$ cat config.mk
export PLATFORM = sky130hd
export DESIGN_NAME = laneDecode
export DESIGN_NICKNAME = d
export VERILOG_FILES = /design/src/rtl/laneUopPkg.sv /design/src/rtl/laneDecode.sv
export VERILOG_INCLUDE_DIRS = /design/src /design/src/rtl
export SDC_FILE = /design/constraint.sdc
export NUM_CORES = 1
export LEC_CHECK = 0
export ABC_AREA = 1
export BUFFER_PORTS_ARGS = -buffer_cell sky130_fd_sc_hd__buf_2
export CAP_MARGIN = 40
export CORE_MARGIN = 2
export CORE_UTILIZATION = 38
export DETAILED_ROUTE_END_ITERATION = 7
export PLACE_DENSITY = 0.61
export SLEW_MARGIN = 40
export SYNTH_ARGS = -nofsm -noshare
export SYNTH_HDL_FRONTEND = slang
export SYNTH_SLANG_ARGS = --single-unit
$ cat constraint.sdc
create_clock -name clock -period 4.25 [get_ports clock]
set_input_delay 0.2125 -clock clock [delete_from_list [all_inputs] [get_ports clock]]
set_output_delay 0.2125 -clock clock [all_outputs]
set_load 0.03 [all_outputs]
$ cat src/rtl/laneCfg_cfg.svh
`ifndef LANE_CFG_SVH
`define LANE_CFG_SVH

// Datapath width of registers, ALU and data RAM
`define LANE_DATA_W 32

// Architectural register count, 4-bit ids
`define LANE_REGS 16

// Input queue entries, also the source's starting credit
`define LANE_IN_DEPTH 4

// Output records the core may send before any credit comes back
`define LANE_OUT_CREDITS 4

// Local data RAM depth in words
`define LANE_RAM_WORDS 256

`endif
$ cat src/rtl/laneUopPkg.sv
`default_nettype none
`include "laneCfg_cfg.svh"

package laneUopPkg;

	localparam int PRED_W = 2;		// Predicate field
	localparam int OPC_W = 6;		// Opcode field
	localparam int REG_W = $clog2(`LANE_REGS);	// Register id field
	localparam int IMM_W = 12;		// Short immediate, sign-extended at decode

	typedef enum logic [PRED_W-1:0] {
		ALWAYS = 2'd0,		// Unconditional
		NEVER = 2'd1,		// Squashed
		IFT = 2'd2,		// Runs when T set
		IFNOTT = 2'd3		// Runs when T clear
	} predT;

	typedef enum logic [OPC_W-1:0] {
		NOP = 6'd0,
		ADD = 6'd1,
		SUB = 6'd2,
		AND = 6'd3,
		OR = 6'd4,
		XOR = 6'd5,
		ADDI = 6'd6,		// rs + imm
		MOVI = 6'd7,		// imm only
		CMPEQ = 6'd8,		// Sets T, no register write
		CMPGT = 6'd9,		// Signed compare into T
		MUL = 6'd10,		// Low 32 bits, finished in EX2
		LOAD = 6'd11,		// Word at rs + imm
		STORE = 6'd12		// rt to word at rs + imm
	} opcodeT;

	// Raw instruction word as it arrives on the input port
	typedef struct packed {
		logic [PRED_W-1:0] pred;		// Bits 31:30
		logic [OPC_W-1:0] opcode;		// Bits 29:24, unchecked
		logic [REG_W-1:0] rd;		// Bits 23:20
		logic [REG_W-1:0] rs;		// Bits 19:16
		logic [REG_W-1:0] rt;		// Bits 15:12
		logic [IMM_W-1:0] imm;		// Bits 11:0
	} instrT;

	typedef struct packed {
		logic valid;
		predT pred;
		opcodeT opcode;		// Unknown codes already mapped to NOP
		logic [REG_W-1:0] rd;
		logic [REG_W-1:0] rs;
		logic [REG_W-1:0] rt;
		logic [`LANE_DATA_W-1:0] imm;		// Full width
	} uopT;

endpackage

`default_nettype wire

$ cat src/rtl/laneDecode.sv
`timescale 1ns/1ps
`default_nettype none
`include "laneCfg_cfg.svh"

module laneDecode (
	input logic clock,
	input logic arstN,
	input logic instrValid,
	input laneUopPkg::instrT instrWord,
	input logic hold,
	output logic instrCredit,
	output laneUopPkg::uopT uop
);
	import laneUopPkg::*;

	localparam int PTR_W = (`LANE_IN_DEPTH > 1) ? $clog2(`LANE_IN_DEPTH) : 1;
	localparam int CNT_W = $clog2(`LANE_IN_DEPTH + 1);
	localparam logic [PTR_W-1:0] LAST = PTR_W'(`LANE_IN_DEPTH - 1);

	instrT queueMem [`LANE_IN_DEPTH];		// Queue storage
	logic [PTR_W-1:0] wrPtr;
	logic [PTR_W-1:0] rdPtr;
	logic [CNT_W-1:0] fill;		// Entries waiting
	logic pop;
	instrT head;
	uopT uopNext;

	assign pop = !hold && (fill != '0);		// One entry per free cycle
	assign head = queueMem[rdPtr];

	always_comb begin
		uopNext.valid = pop;		// Bubble when queue empty
		uopNext.pred = predT'(head.pred);
		uopNext.rd = head.rd;
		uopNext.rs = head.rs;
		uopNext.rt = head.rt;
		uopNext.imm = {{(`LANE_DATA_W - IMM_W){head.imm[IMM_W-1]}}, head.imm};
		case (head.opcode)
			ADD, SUB, AND, OR, XOR, ADDI, MOVI,
			CMPEQ, CMPGT, MUL, LOAD, STORE: uopNext.opcode = opcodeT'(head.opcode);
			default: uopNext.opcode = NOP;		// Unknown codes retire silently
		endcase
	end

	always_ff @(posedge clock) begin
		if (instrValid)
			queueMem[wrPtr] <= instrWord;		// Source holds a credit
	end

	always_ff @(posedge clock or negedge arstN) begin
		if (!arstN) begin
			wrPtr <= '0;
			rdPtr <= '0;
			fill <= '0;
			instrCredit <= 1'b0;
		end else begin
			if (instrValid)
				wrPtr <= (wrPtr == LAST) ? '0 : wrPtr + 1'b1;
			if (pop)
				rdPtr <= (rdPtr == LAST) ? '0 : rdPtr + 1'b1;
			fill <= fill + CNT_W'(instrValid) - CNT_W'(pop);
			instrCredit <= pop;		// Credit goes back a cycle after pop
		end
	end

	always_ff @(posedge clock or negedge arstN) begin
		if (!arstN)
			uop <= '0;
		else if (!hold)
			uop <= uopNext;		// Frozen under hold
	end

endmodule

`default_nettype wire

# ---- Word level (Yosys, flattened, before mapping)
# Memory sizes are Yosys's and may differ from the RTL's.
# Cells that the tools add are included.
dict set report totals {
  word_cells 39
  reg_bits 41
  ram_bits 128
  output_inout_bits 54
  n_memories 1
  in_bits 36
}
dict set report classes {
  muxes 5
  reduce_logical 4
  n_addsub 4
  n_eq_ne 14
}
# name words width rd rd_clocked_by_memory_dff write_ports line
set memory_table {}
lappend memory_table {queueMem 4 32 1 0 1 laneDecode.sv:20} ;# instrT queueMem [`LANE_IN_DEPTH];
# op count
set op_table {}
lappend op_table {{$eq A6 B4 Y1 const B} 5}
lappend op_table {{$eq A6 B3 Y1 const B} 4}
lappend op_table {{$eq A6 B2 Y1 const B} 2}
lappend op_table {{$reduce_or A12 Y1} 1}
lappend op_table {{$eq A6 B1 Y1 const B} 1}
lappend op_table {{$mux W6} 1}
lappend op_table {{$add A2 B1 Y2 const B} 2}
lappend op_table {{$eq A2 B2 Y1 const B} 2}
lappend op_table {{$mux W2} 2}
lappend op_table {{$add A3 B1 Y3} 1}
lappend op_table {{$reduce_bool A3 Y1} 1}
lappend op_table {{$sub A3 B1 Y3} 1}
lappend op_table {{$mux W1} 2}
lappend op_table {{$logic_and A1 B1 Y1} 1}
lappend op_table {{$logic_not A1 Y1} 1}

# ---- Longest topological paths before layout
# Gate-level depths: netlist (run 1).
# An unclocked memory read counts as a cell.
dict set report depth {
  depth_word 4
  depth_mapped 11
}

# ---- Least setup slack after synthesis (run 1)
# OpenSTA, ideal clock, no wires.
dict set report synth_path {
  kind {flip-flop to flip-flop}
  from {register fill[1]}
  to {register fill[2]}
  stages_incl_launch_ff 9
  setup_time_ns 0.123
  path_buffers 0
  arrival_time_ns 1.734
  slack_ns 2.394
  path_cell_list {dfrtp_1 -> nor2_1 -> a21oi_1 -> ha_1 -> inv_1 -> ha_1 -> inv_1 -> fa_1 -> xnor2_1}
}
dict set report synth_via {
  elab_chain_cells 3
  word_cells_on_any_way 4
  classes_between {2 x add/sub; 2 x reduce/logical}
}
# element line
set synth_rtl {}
lappend synth_rtl {{start, declared} laneDecode.sv:23} ;# logic [CNT_W-1:0] fill;
lappend synth_rtl {{start signal, assigned} laneDecode.sv:61} ;# fill <= fill + CNT_W'(instrValid) - CNT_W'(pop);
lappend synth_rtl {{$reduce_bool A3 Y1} laneDecode.sv:28} ;# assign pop = !hold && (fill != '0);
lappend synth_rtl {{$logic_and A1 B1 Y1} laneDecode.sv:28}
lappend synth_rtl {{net pop} laneDecode.sv:24} ;# logic pop;
lappend synth_rtl {{$sub A3 B1 Y3} laneDecode.sv:61}
# The timed path passes the listed nets, and every way through them passes these cells.
# A chain may end at the register's enable or synchronous reset.

# ---- Final worst setup path (run 1)
dict set report layout_path {
  from {register rdPtr[0]}
  to {register uop[44] in the netlist's numbering}
}
dict set report layout_via {
  elab_chain_cells 4
  word_cells_on_any_way 15
  classes_between {12 x eq/ne; 1 x mux; 1 x reduce/logical; 1 x memory}
}
# element line
set layout_rtl {}
lappend layout_rtl {{start, declared} laneDecode.sv:22} ;# logic [PTR_W-1:0] rdPtr;
lappend layout_rtl {{start signal, assigned} laneDecode.sv:60} ;# rdPtr <= (rdPtr == LAST) ? '0 : rdPtr + 1'b1;
lappend layout_rtl {{$mem_v2 Z4 W32 *} --}
lappend layout_rtl {{$eq A6 B1 Y1 (tied with other cells)} laneDecode.sv:38} ;# case (head.opcode)
lappend layout_rtl {{$reduce_or A12 Y1} laneDecode.sv:38}
lappend layout_rtl {{$mux W6 *} laneDecode.sv:38}
lappend layout_rtl {{end signal, assigned} laneDecode.sv:70} ;# uop <= uopNext;
lappend layout_rtl {{end, declared} laneDecode.sv:12} ;# output laneUopPkg::uopT uop
# Every way passes the cells marked *; elsewhere a longest branch is shown, timed or not.

==> results of run 1 <==
## synthesized netlist by cell type (4+ instances only)
cell | instances | area share
clkbuf_1 | 11 | 0.0062
nor2_1 | 136 | 0.077
a31oi_1 | 26 | 0.025
nand3_1 | 14 | 0.011
dfrtp_1 | 41 | 0.15
buf_6 | 4 | 0.0068
o21ai_0 | 53 | 0.040
buf_2 | 11 | 0.0083
ha_1 | 7 | 0.013
nand2_1 | 50 | 0.028
buf_4 | 20 | 0.023
edfxtp_1 | 128 | 0.58
inv_1 | 15 | 0.0085
## power by group
part | switching (mW) | internal, mW | total (mW)
Combinational | 1.40 | 0.528 | 1.93
Clock | 0.582 | 1.12 | 1.70
Sequential | 0.156 | 2.19 | 2.34
## kinds of logic (layout without fill, tap and decap cells)
| kind of cell | count (synthesis) | in the layout |
|---|---|---|
| simple gates | 204 | 204 |
| flops | 169 | 169 |
| xor+xnor | 2 | 2 |
| buf+inv | 64 | 152 |
| compound gates | 86 | 86 |
| fa+ha+maj | 8 | 8 |
## worst paths after layout
path / to / slack, ns / cells after the start
worst max-delay path: uop[44] / 2.10 / 10
max in group asynchronous: rdPtr[0] / 3.47 / 2
min in group asynchronous: uop[40] / 0.35 / 2
worst min register to register: uop[48] / 0.46 / 2
worst min-delay path: queueMem[1][23] / 0.02 / 1
worst max register to register: uop[44] / 2.10 / 10
## metal layers
| metal | part of all wire | up-vias | global-route usage | wire [um] |
|---|---|---|---|---|
| met3 | 0.055 | 10 | 0.0377 | 725 |
| met2 | 0.51 | 114 | 0.255 | 6620 |
| met4 | 0.011 | 0 | 0.0729 | 140 |
| met1 | 0.43 | 1930 | 0.176 | 5590 |
| met5 | 0 | - | 0 | 0 |
| li1 | - | 1975 | - | - |
## flip-flops by register name, summed over array words and instances (netlist names)
register,flops
fill,3
instrCredit,1
rdPtr,2
uop,33
queueMem,128
wrPtr,2
## through the flow
stage               cells  utilization
detailed placement    805        0.413
global placement      805        0.413
finish                846        0.457
floorplan             533            -
global route          846        0.457
CTS                   846        0.457
## critical path: cells and delay by family (launching register included)
family,cells,cell delay (ns)
buffers and inverters,3,1.02
AND/OR/NAND/NOR,7,0.63
flip-flops,1,0.34
## layout make-up
class	count	area, um^2
clock buffer	25	505
clock inverter	7	164
fill	1577	9320
inverter	18	75.1
multi-input combinational	300	1390
sequential	169	4870
tap	225	282
timing repair buffer	102	568
==> results by group, run 1 <==
Die
  • Rows: 48
  • Core area: 17200 um^2
  • Io pins: 90
  • Die width: 136 um
  • Die ar.: around 18000 um^2
  • Starting Density: 0.385
  • Die Y-Extent: 136 um

Placement
  • I/O Buffers: 89
  • GP Congestion: 0.783
  • DP Worst Slack: 2.13 ns
  • Area post-placement: 7100 um^2
  • DPL Wire Length: 7.86 mm

Timing
  • Setup TNS: 0 ns
  • Tcrit/Tclk final: 0.506
  • Clock skew: 0.00915 ns
  • Relative slew margins: 0.532
  • Slack of the critical path: between 2 and 2.5 ns
  • Final setup vio count: 0
  • Hold Vio Cnt, Final: 0
  • Unrepaired setup endpoints after global routing: no
  • Hold Worst Slack: roughly 0.018 ns
  • Final Critical Period: 2.15 ns
  • Worst-margin pin slew: 0.701 ns
  • Fmax: 465 MHz
  • Max-slew violations: 0

GRT
  • GRT Overall Usage: 0.149
  • Initial antenna violation count: 0
  • Global-route wire length before repair: ~21 mm
  • Largest net degree at the start of global routing: 68
  • Vias in the first global route: 4097
  • Grt total ovfl: 0

Job
  • Max Cap Viol: 0

Clock network
  • Max Buffers Root-to-Sink: 2
  • H-tree levels: 4
  • Hold_buf cts: 9
  • Clock Sinks: 169
  • Total CTS buffers: 17
  • Worst-path clk slew: around 0.060 ns
  • # resized after CTS: 0
  • Worst-skew pair later-pin latency: approximately 0.42 ns
  • Postcts setup bufs: 0
  • Root Driver: clkbuf_16
  • TritonCTS clock tree: yes

Setup path
  • Slowest cell on crit path: buf_4
  • CP most frequent cell: nand2_1
  • Max incr delay on CP: 0.54 ns
  • Worst Path Required: roughly 4.6 ns
  • Worst r2r src: rdPtr[0]
  • Worst EP arrival: 2.45 ns
  • Crit path kind: reg2reg
  • Critical path fanouts, max: 67
  • CP startpoint: rdPtr[0]
  • Worst-path cell chain: buf_4 > inv_4 > nand2_1 > nand3_1 > nand2_1 > nand2_1 > inv_1 > nand2_1 > nand4_1 > nand2_1
  • Worst setup EP type: flop
  • CP Launch Type: flop

Pwr
  • Power Total: 5.98 mW
  • PwrDens: ~760 nW/um^2
  • LEAKAGE: 3.06 nW
  • Worst vdd ir: 0.359 mV

Min path
  • Hold path startpoint: instrWord[23]
  • Hold crit path type: in2reg

Yosys
  • Post-Synth Simple-Gate Area: 0.120
  • Avg Cell Area, Syn: 12.4 um^2
  • Seq/Total Area, Yosys: 0.736
  • Post-synth net total: 577
  • Synthesized flop and latch total: 169
  • Synth Area in Compound Gates: 0.0714
  • Cells after Synth: 533
  • Count of cell types in the netlist: 22
  • Synth warnings: 0
  • Mux cell area share after synthesis: 0
  • Post-Synth Adder-Cell Area: 0.0163
  • Main combinational cell family by area after synthesis: simple AND/OR/NAND/NOR gates
  • Asr flop ratio synth: 0.243
  • Xor-xnor portion of the synthesized cell area: 0.00265
  • Most used DFF post-synth: edfxtp_1
  • Post-synth EDFFs: roughly 130
  • Mapped cell area: between 6000 and 7000 um^2

Cells and area
  • Nets: 652
  • Most frequent cells in the layout: 136 x nor2_1, 128 x edfxtp_1, 88 x buf_2
  • Area added between synthesis and finish: 18.7%
  • Commonest non-fill, non-tap cell in the layout: nor2_1
  • Layout cells sized above 1: 0.213
  • Layout Cell Area excl Fill: 7860 um^2
  • Antenna Cells: 0

Detailed routing
  • Via count: 4029
  • DRT antenna net count: 0
  • Via density: 4.76
  • DRT iter0 DRCs: between 200 and 300
  • Final wirelength: 13.1 mm
  • Routed len/inst: 15.5 um
  • DRT Pass-1 Iters: 4
  • # DRC: 0

Run status
  • Status: finished, final reports clean
Power figures use the tool's default switching activity.
==> run 2: changes to the inputs <==
--- a/config.mk
+++ b/config.mk
@@ -6,7 +6,7 @@
 export SDC_FILE = /design/constraint.sdc
 export NUM_CORES = 1
 export LEC_CHECK = 0
-export ABC_AREA = 1
+export ABC_AREA = 0
 export BUFFER_PORTS_ARGS = -buffer_cell sky130_fd_sc_hd__buf_2
 export CAP_MARGIN = 40
 export CORE_MARGIN = 2
==> constraint.sdc (replaced) <==
create_clock -name clock -period 2.2 [get_ports clock]
set_input_delay 0.11 -clock clock [delete_from_list [all_inputs] [get_ports clock]]
set_output_delay 0.11 -clock clock [all_outputs]
set_load 0.03 [all_outputs]
==> run 2 against run 1 <==
Net effect:
- worst setup slack got worse by 2.0 ns
- count of clock-buffer cells in the layout is 8 lower
- sequential share of layout area fell by 1.9 points
- hold slack improved by 0.14 ns
- sequential cell count is the same
- area after synthesis shrank 2.2%
- critical path type unchanged
- via count down 23%
- clock skew shrank 0.0035 ns
==> results by group, run 2 <==
Pwr
  • LEAKAGE: 3.06 nW (about the same)
  • Switching share of power: 0.338 (-0.0204)
  • Logic gate share of total power: 0.322 (about the same)
  • PwrDens: 1380 nW/um^2 (+82%)
  • Clk pwr share: 0.270 (-0.015)
  • Pint: 7.42 mW (+93%)
  • Switch Pwr: 3.78 mW (+77%)
  • Seq pwr share: 0.408 (+0.016)
  • Worst vdd ir: 0.855 mV (+140%)

Setup path
  • R2R depth: 9 (-1)
  • Worst-path cell chain: nor3_2 > nor2_4 > ha_1 > inv_1 > ha_1 > inv_1 > fa_1 > xnor2_1 > xnor2_1
  • Critical path fanouts, max: 5 (-93%)
  • Reg2Reg Setup Slack: 0.14 ns (-1.96 ns)
  • Worst EP arrival: 2.40 ns (-0.05 ns)
  • Worst setup EP type: flop
  • CP Launch Type: flop
  • Crit path kind: reg2reg
  • Slowest cell on crit path: dfrtp_1
  • Worst r2r src: fill[0]
  • R2r endpoint: fill[2]
  • Worst Path Required: 2.54 ns (-2.01 ns)
  • Max incr delay on CP: 0.39 ns (-0.15 ns)

Yosys
  • Avg Cell Area, Syn: 21.0 um^2 (+69%)
  • Synthesized flop and latch total: 169 (unchanged)
  • Asr flop ratio synth: 0.243 (unchanged)
  • Count of cell types in the netlist: 23 (+4.5%)
  • Yosys top cell by area: edfxtp_1
  • Mapped cell area: 6470 um^2 (-2.2%)
  • Commonest cells post-synth: 128 x edfxtp_1, 41 x dfrtp_1, 31 x mux4_2
  • Seq/Total Area, Yosys: 0.752 (+0.0165)
  • Most used DFF post-synth: edfxtp_1
  • Most frequent cell after synthesis: edfxtp_1
  • Cells after Synth: 309 (-42%)
  • Top cells by area, synth: edfxtp_1 59%, dfrtp_1 16%, mux4_2 11%
  • Synth warnings: 0 (unchanged)
  • Share of the synthesized area in the top cell type: 0.594 (+0.0130)
  • Post-synth EDFFs: 128 (unchanged)
  • Post-synth net total: 353 (-39%)

Placement
  • Placed insts: 600 (-25%)
  • Area post-placement: 7130 um^2 (+0.53%)
  • DPL Wire Length: 7.19 mm (-8.5%)
  • I/O Buffers: 89 (unchanged)
  • GP Congestion: 0.704 (-10%)

Timing
  • Max-slew violations: 0 (unchanged)
  • Worst-margin pin slew: 0.570 ns (-0.132 ns)
  • Relative slew margins: 0.620 (+0.0877)
  • Clock skew: 0.00563 ns (-0.00352 ns)
  • Setup TNS: 0 ns (unchanged)
  • Final setup vio count: 0 (unchanged)
  • Hold Vio Cnt, Final: 0 (unchanged)
  • Final Critical Period: 2.06 ns (-0.0884 ns)
  • Unrepaired setup endpoints after global routing: no
  • Tcrit/Tclk final: 0.937 (+0.431)
  • Fmax: 485 MHz (+4.3%)

Cells and area
  • Antenna Cells: 0 (unchanged)
  • Layout cells sized above 1: 0.468 (+0.255)
  • Max reg flops: 128 (unchanged)
  • Non-Filler Instances: 667 (-21%)
  • Nets: 478 (-27%)
  • Commonest non-fill, non-tap cell in the layout: edfxtp_1
  • Area added between synthesis and finish: 25.2%
  • Most frequent cells in the layout: 128 x edfxtp_1, 89 x buf_2, 39 x dfrtp_1
  • Layout Cell Area excl Fill: 8110 um^2 (+3.2%)
  • Largest registers: queueMem: 128 flops, uop: 33 flops, fill: 3 flops
  • Fillcell total: 1406 (-11%)
  • Biggest register: queueMem

Clock network
  • TritonCTS clock tree: yes
  • Total CTS buffers: 17 (unchanged)
  • Clock Sinks: 169 (unchanged)
  • Worst-skew pair later-pin latency: 0.42 ns (about the same)
  • H-tree levels: 4 (unchanged)
  • Worst-path clk slew: 0.07 ns (about the same)
  • Root Driver: clkbuf_16
  • Max Buffers Root-to-Sink: 2 (unchanged)

Die
  • Die ar.: 18100 um^2 (-2.1%)
  • Core area: 16600 um^2 (-3.1%)
  • Io pins: 90 (unchanged)
  • Starting Density: 0.389 (+0.00365)
  • Die Y-Extent: 135 um (-1.1%)
  • Die width: 135 um (-1.1%)
  • Rows: 47 (-2.1%)

GRT
  • Global-route wire length before repair: 18.4 mm (-11%)
  • Grt total ovfl: 0 (unchanged)
  • Largest net degree at the start of global routing: 38 (-44%)
  • Initial antenna violation count: 0 (unchanged)
  • GRT Overall Usage: 0.140 (-0.00876)
  • GR peak layer: met2
  • Met3 Usage GRT: 0.0424 (+0.00476)
  • Met2 Use GR: 0.224 (-0.0308)
  • GR Util met1: 0.184 (+0.00806)
  • Vias in the first global route: 3321 (-19%)

Detailed routing
  • # DRC: 0 (unchanged)
  • DRT antenna net count: 0 (unchanged)
  • DRT Pass-1 Iters: 4 (unchanged)
  • Final wirelength: 11.5 mm (-12%)
  • Via count: 3101 (-23%)
  • Via density: 4.65 (-2.4%)
  • DRT iter0 DRCs: 204 (-27%)
  • Routed len/inst: 17.2 um (+11%)

Run status
  • Status: finished, final reports clean

Job
  • Max Cap Viol: 0 (unchanged)

Min path
  • Hold crit path type: in2async
==> run 2: cell types whose count changed after synthesis, sizes merged, moves of 6 or more <==
cell / delta
nor2: -133
o21ai: -56
nand2: -46
mux4: +31
mux2: +28
a31oi: -26
nand3: -14
clkbuf: -9
inv: -8
and2: +7
buf: -6
==> run 2: area by class of cell <==
type,instances,area (um^2),area share
repair buffers,137,951,0.117
clock buffers,17,425,0.0525
well taps,220,275,0.0340
multi-input cells,99,1360,0.168
clock inverters,15,183,0.0225
inverters,10,37.5,0.00463
flip-flops and latches,169,4870,0.601
==> run 2: what timing repair did <==
item	CTS	global route
setup endpoints to repair	1	1
endpoints found under the hold margin	160	0
gates resized for setup	1	2
buffers inserted	0	0
pin swaps	0	1
hold buffers	35	0
==> run 2: how the worst max path moves through the flow <==
| stage | depth (start not counted) | slack, ns | startpoint | end |
|---|---|---|---|---|
| after global placement | 9 | 0.21 | fill[1] | fill[2] |
| final | 9 | 0.14 | fill[0] | fill[2] |
| after floorplan | 9 | 0.30 | fill[1] | fill[2] |
| after global routing | 9 | 0.03 | fill[0] | fill[2] |
| after detailed placement | 9 | 0.03 | fill[1] | fill[2] |
| after CTS | 9 | 0.05 | fill[1] | fill[2] |
==> run 2: cells by family after synthesis <==
logic type      count (synthesis)  share of synthesized area
compound gates                  9                     0.0151
xor+xnor                        2                    0.00271
fa+ha+maj                       8                     0.0166
buf+inv                        41                     0.0404
flops                         169                      0.752
mux                            59                      0.157
simple gates                   21                     0.0166
==> run 2: layer usage <==
layer	share of wire	wire length (um)	vias to the layer above
li1	-	-	1435
met1	0.43	5000	1579
met2	0.50	5770	72
met3	0.048	548	15
met4	0.015	177	0
met5	0	0	-
==> run 2: power by group through the flow <==
stage          registers, mW  logic (mW)  clock network (mW)
2_1_floorplan           5.11        2.33                   0
5_1_grt                 4.67        3.88                3.23
3_3_place_gp            4.61        3.58                   0
3_5_place_dp            4.65        3.62                   0
4_1_cts                 4.59        3.69                3.08
6_report                4.57        3.61                3.02
==> run 2: worst max-delay path, delay by kind of cell (launching register included) <==
kind / cells / cell delay, ns
xor+xnor: 2 / 0.34
buf+inv: 2 / 0.12
flops: 1 / 0.39
fa+ha+maj: 3 / 0.81
simple gates: 2 / 0.32
==> run 2: through the flow <==
| stage | hold WS [ns] | worst slack [ns] | power (mW) | util |
|---|---|---|---|---|
| 2_1_floorplan | -0.186 | 0.301 | 7.44 | - |
| 3_3_place_gp | 0.257 | 0.208 | 8.19 | 0.427 |
| 3_5_place_dp | 0.0877 | 0.0323 | 8.27 | 0.429 |
| 4_1_cts | 0.158 | 0.0470 | 11.4 | 0.486 |
| 5_1_grt | 0.199 | 0.0292 | 11.8 | 0.487 |
| 6_report | 0.163 | 0.138 | 11.2 | 0.487 |
==> run 3: changes to the inputs <==
--- a/config.mk
+++ b/config.mk
@@ -7,12 +7,12 @@
 export NUM_CORES = 1
 export LEC_CHECK = 0
 export ABC_AREA = 0
-export BUFFER_PORTS_ARGS = -buffer_cell sky130_fd_sc_hd__buf_2
 export CAP_MARGIN = 40
 export CORE_MARGIN = 2
 export CORE_UTILIZATION = 38
 export DETAILED_ROUTE_END_ITERATION = 7
-export PLACE_DENSITY = 0.61
+export DONT_BUFFER_PORTS = 1
+export PLACE_DENSITY = 0.56
 export SLEW_MARGIN = 40
 export SYNTH_ARGS = -nofsm -noshare
 export SYNTH_HDL_FRONTEND = slang
==> run 3 against run 2 <==
Net effect:
- combinational power down 29%
- first-iteration DRC count down 16%
- cell area down 5.2%
- count of clock-buffer cells in the layout up 4
- global-route usage down 0.56 points
- hold slack worse by 0.10 ns
- fmax up 2.0%
- register-to-register slack better by 0.04 ns
- non-clock buffer count down 89
- critical path depth unchanged
- sequential cell count unchanged
- critical path type unchanged
- critical endpoint unchanged
- largest cell class unchanged
==> results by group, run 3 (same netlist as run 2, synthesis figures left out) <==
Cells and area
  • Max reg flops: 128 (unchanged)
  • Nets: 389 (-19%)
  • Antenna Cells: 0 (unchanged)
  • Commonest non-fill, non-tap cell in the layout: edfxtp_1
  • Most frequent cells in the layout: 128 x edfxtp_1, 38 x dfrtp_1, 34 x dlygate4sd3_1
  • Area added between synthesis and finish: 18.7%
  • Largest registers: queueMem: 128 flops, uop: 33 flops, fill: 3 flops
  • Biggest register: queueMem
  • Layout cells sized above 1: 0.338 (-0.130)

Timing
  • Hold Worst Slack: 0.0614 ns (-0.101 ns)
  • Max-slew violations: 0 (unchanged)
  • Fmax: 495 MHz (+2.0%)
  • Tcrit/Tclk final: 0.919 (-0.0186)
  • Unrepaired setup endpoints after global routing: no
  • Clock skew: 0.00829 ns (+0.00266 ns)
  • Final Critical Period: 2.02 ns (-0.0409 ns)
  • Hold Vio Cnt, Final: 0 (unchanged)
  • Worst-margin pin slew: 0.473 ns (-0.0965 ns)
  • Setup TNS: 0 ns (unchanged)
  • Final setup vio count: 0 (unchanged)
  • Relative slew margins: 0.684 (+0.0643)

Detailed routing
  • Max Used Layer: met4
  • DRT Pass-1 Iters: 4 (unchanged)
  • Routed len/inst: 19.3 um (+12%)
  • # DRC: 0 (unchanged)
  • Via count: 2798 (-9.8%)
  • WL met3: 628 um (+15%)
  • Via density: 4.84 (+4.1%)
  • DRT met1 WL: 4.84 mm (-3.3%)
  • Met2 routed WL: 5.58 mm (-3.3%)
  • DRT antenna net count: 0 (unchanged)
  • Final wirelength: 11.2 mm (-2.8%)
  • DRT iter0 DRCs: 171 (-16%)

Setup path
  • Critical path fanouts, max: 5 (unchanged)
  • CP Launch Type: flop
  • Worst Path Required: 2.53 ns (about the same)
  • Worst-path cell chain: nor3_2 > nor2_2 > ha_1 > inv_1 > ha_1 > inv_1 > fa_1 > xnor2_1 > xnor2_1
  • Worst setup EP type: flop
  • Slowest cell on crit path: dfrtp_1
  • Crit path kind: reg2reg
  • Worst EP arrival: 2.35 ns (-0.05 ns)
  • Max incr delay on CP: 0.43 ns (+0.04 ns)

Clock network
  • Postcts setup bufs: 0 (unchanged)
  • Max Buffers Root-to-Sink: 2 (unchanged)
  • Clock Sinks: 169 (unchanged)
  • Worst-skew pair later-pin latency: 0.42 ns (about the same)
  • Total CTS buffers: 17 (unchanged)
  • Worst-path clk slew: 0.06 ns (about the same)
  • Root Driver: clkbuf_16
  • TritonCTS clock tree: yes
  • H-tree levels: 4 (unchanged)

Pwr
  • PwrDens: 1390 nW/um^2 (+0.32%)
  • LEAKAGE: 2.70 nW (-12%)
  • Power Total: 10.7 mW (-4.9%)
  • Worst vdd ir: 0.693 mV (-19%)

Die
  • Rows: 47 (unchanged)
  • Io pins: 90 (unchanged)
  • Starting Density: 0.389 (unchanged)
  • Die width: 135 um (unchanged)
  • Die ar.: 18100 um^2 (unchanged)
  • Core area: 16600 um^2 (unchanged)
  • Die Y-Extent: 135 um (unchanged)

Placement
  • DPL Wire Length: 6.77 mm (-5.9%)
  • GP Congestion: 0.679 (-3.6%)
  • I/O Buffers: 0 (-100%)

GRT
  • Grt total ovfl: 0 (unchanged)
  • Global-route wire length before repair: 17.7 mm (-4.3%)
  • Initial antenna violation count: 0 (unchanged)
  • Largest net degree at the start of global routing: 42 (+11%)
  • GRT Overall Usage: 0.135 (-0.00558)
  • Vias in the first global route: 3077 (-7.3%)

Run status
  • Status: finished, final reports clean

Job
  • Max Cap Viol: 0 (unchanged)

Min path
  • Hold crit path type: in2reg
[run 3: changes by cell type in the layout (fill, tap and decap cells not counted), moves of 2 or more]
cell | previous run | this run
buf_2 | 89 | 0
buf_4 | 9 | 5
buf_12 | 3 | 6
clkbuf_8 | 0 | 3
inv_6 | 5 | 2
buf_16 | 1 | 3
bufinv_16 | 2 | 0
clkinvlp_4 | 2 | 4
[run 3: cell type report]
cell class,instances,area [um^2]
sequential,169,4880
timing repair buffer,48,581
multi-input combinational,99,1360
inverter,10,37.5
tap,220,275
clock inverter,11,88.8
fill,1421,8960
clock buffer,21,470
[run 3: power by group]
part / internal [mW] / switching (mW)
Clock: 1.55 / 1.22
Sequential: 4.22 / 1.10
Combinational: 1.25 / 1.30
Total: 7.02 / 3.63
[run 3: stage by stage]
stage	utilization	std cells	worst slack [ns]	instance area, um^2
after global placement	0.404	510	0.199	6720
after CTS	0.461	578	0.0501	7680
after floorplan	-	309	0.301	6470
after detailed placement	0.404	510	0.0627	6720
final	0.462	578	0.179	7680
after global routing	0.462	578	0.0407	7680
[run 3: worst paths after layout]
| kind | startpoint | to | slack (ns) | cells after the start |
|---|---|---|---|---|
| min in group asynchronous | arstN | fill[2] | 0.21 | 2 |
| hold / removal | hold | uop[47] | 0.06 | 2 |
| max in group asynchronous | arstN | uop[11] | 1.77 | 2 |
| setup / recovery | fill[1] | fill[2] | 0.18 | 9 |
| setup reg to reg | fill[1] | fill[2] | 0.18 | 9 |
| hold reg to reg | fill[1] | fill[2] | 0.58 | 1 |
[run 3: timing repair]
item / 4_1_cts / 5_1_grt
hold endpoints to repair: 206 / 0
resized for setup: 0 / 2
hold buffers: 36 / 0
endpoints found under the setup margin: 0 / 1
[run 3: routing by layer]
layer,up-vias,track usage
met1,1466,0.168
met4,0,0.0404
met2,63,0.218
met3,9,0.0552
met5,-,0
li1,1260,-
[run 3: critical path: cells and delay by family, from the launching register on]
kind	cells	cell delay, ns
adder cells (fa/ha/maj)	3	0.78
flip-flops	1	0.43
AND/OR/NAND/NOR	2	0.28
buffers and inverters	2	0.11
XOR/XNOR	2	0.34
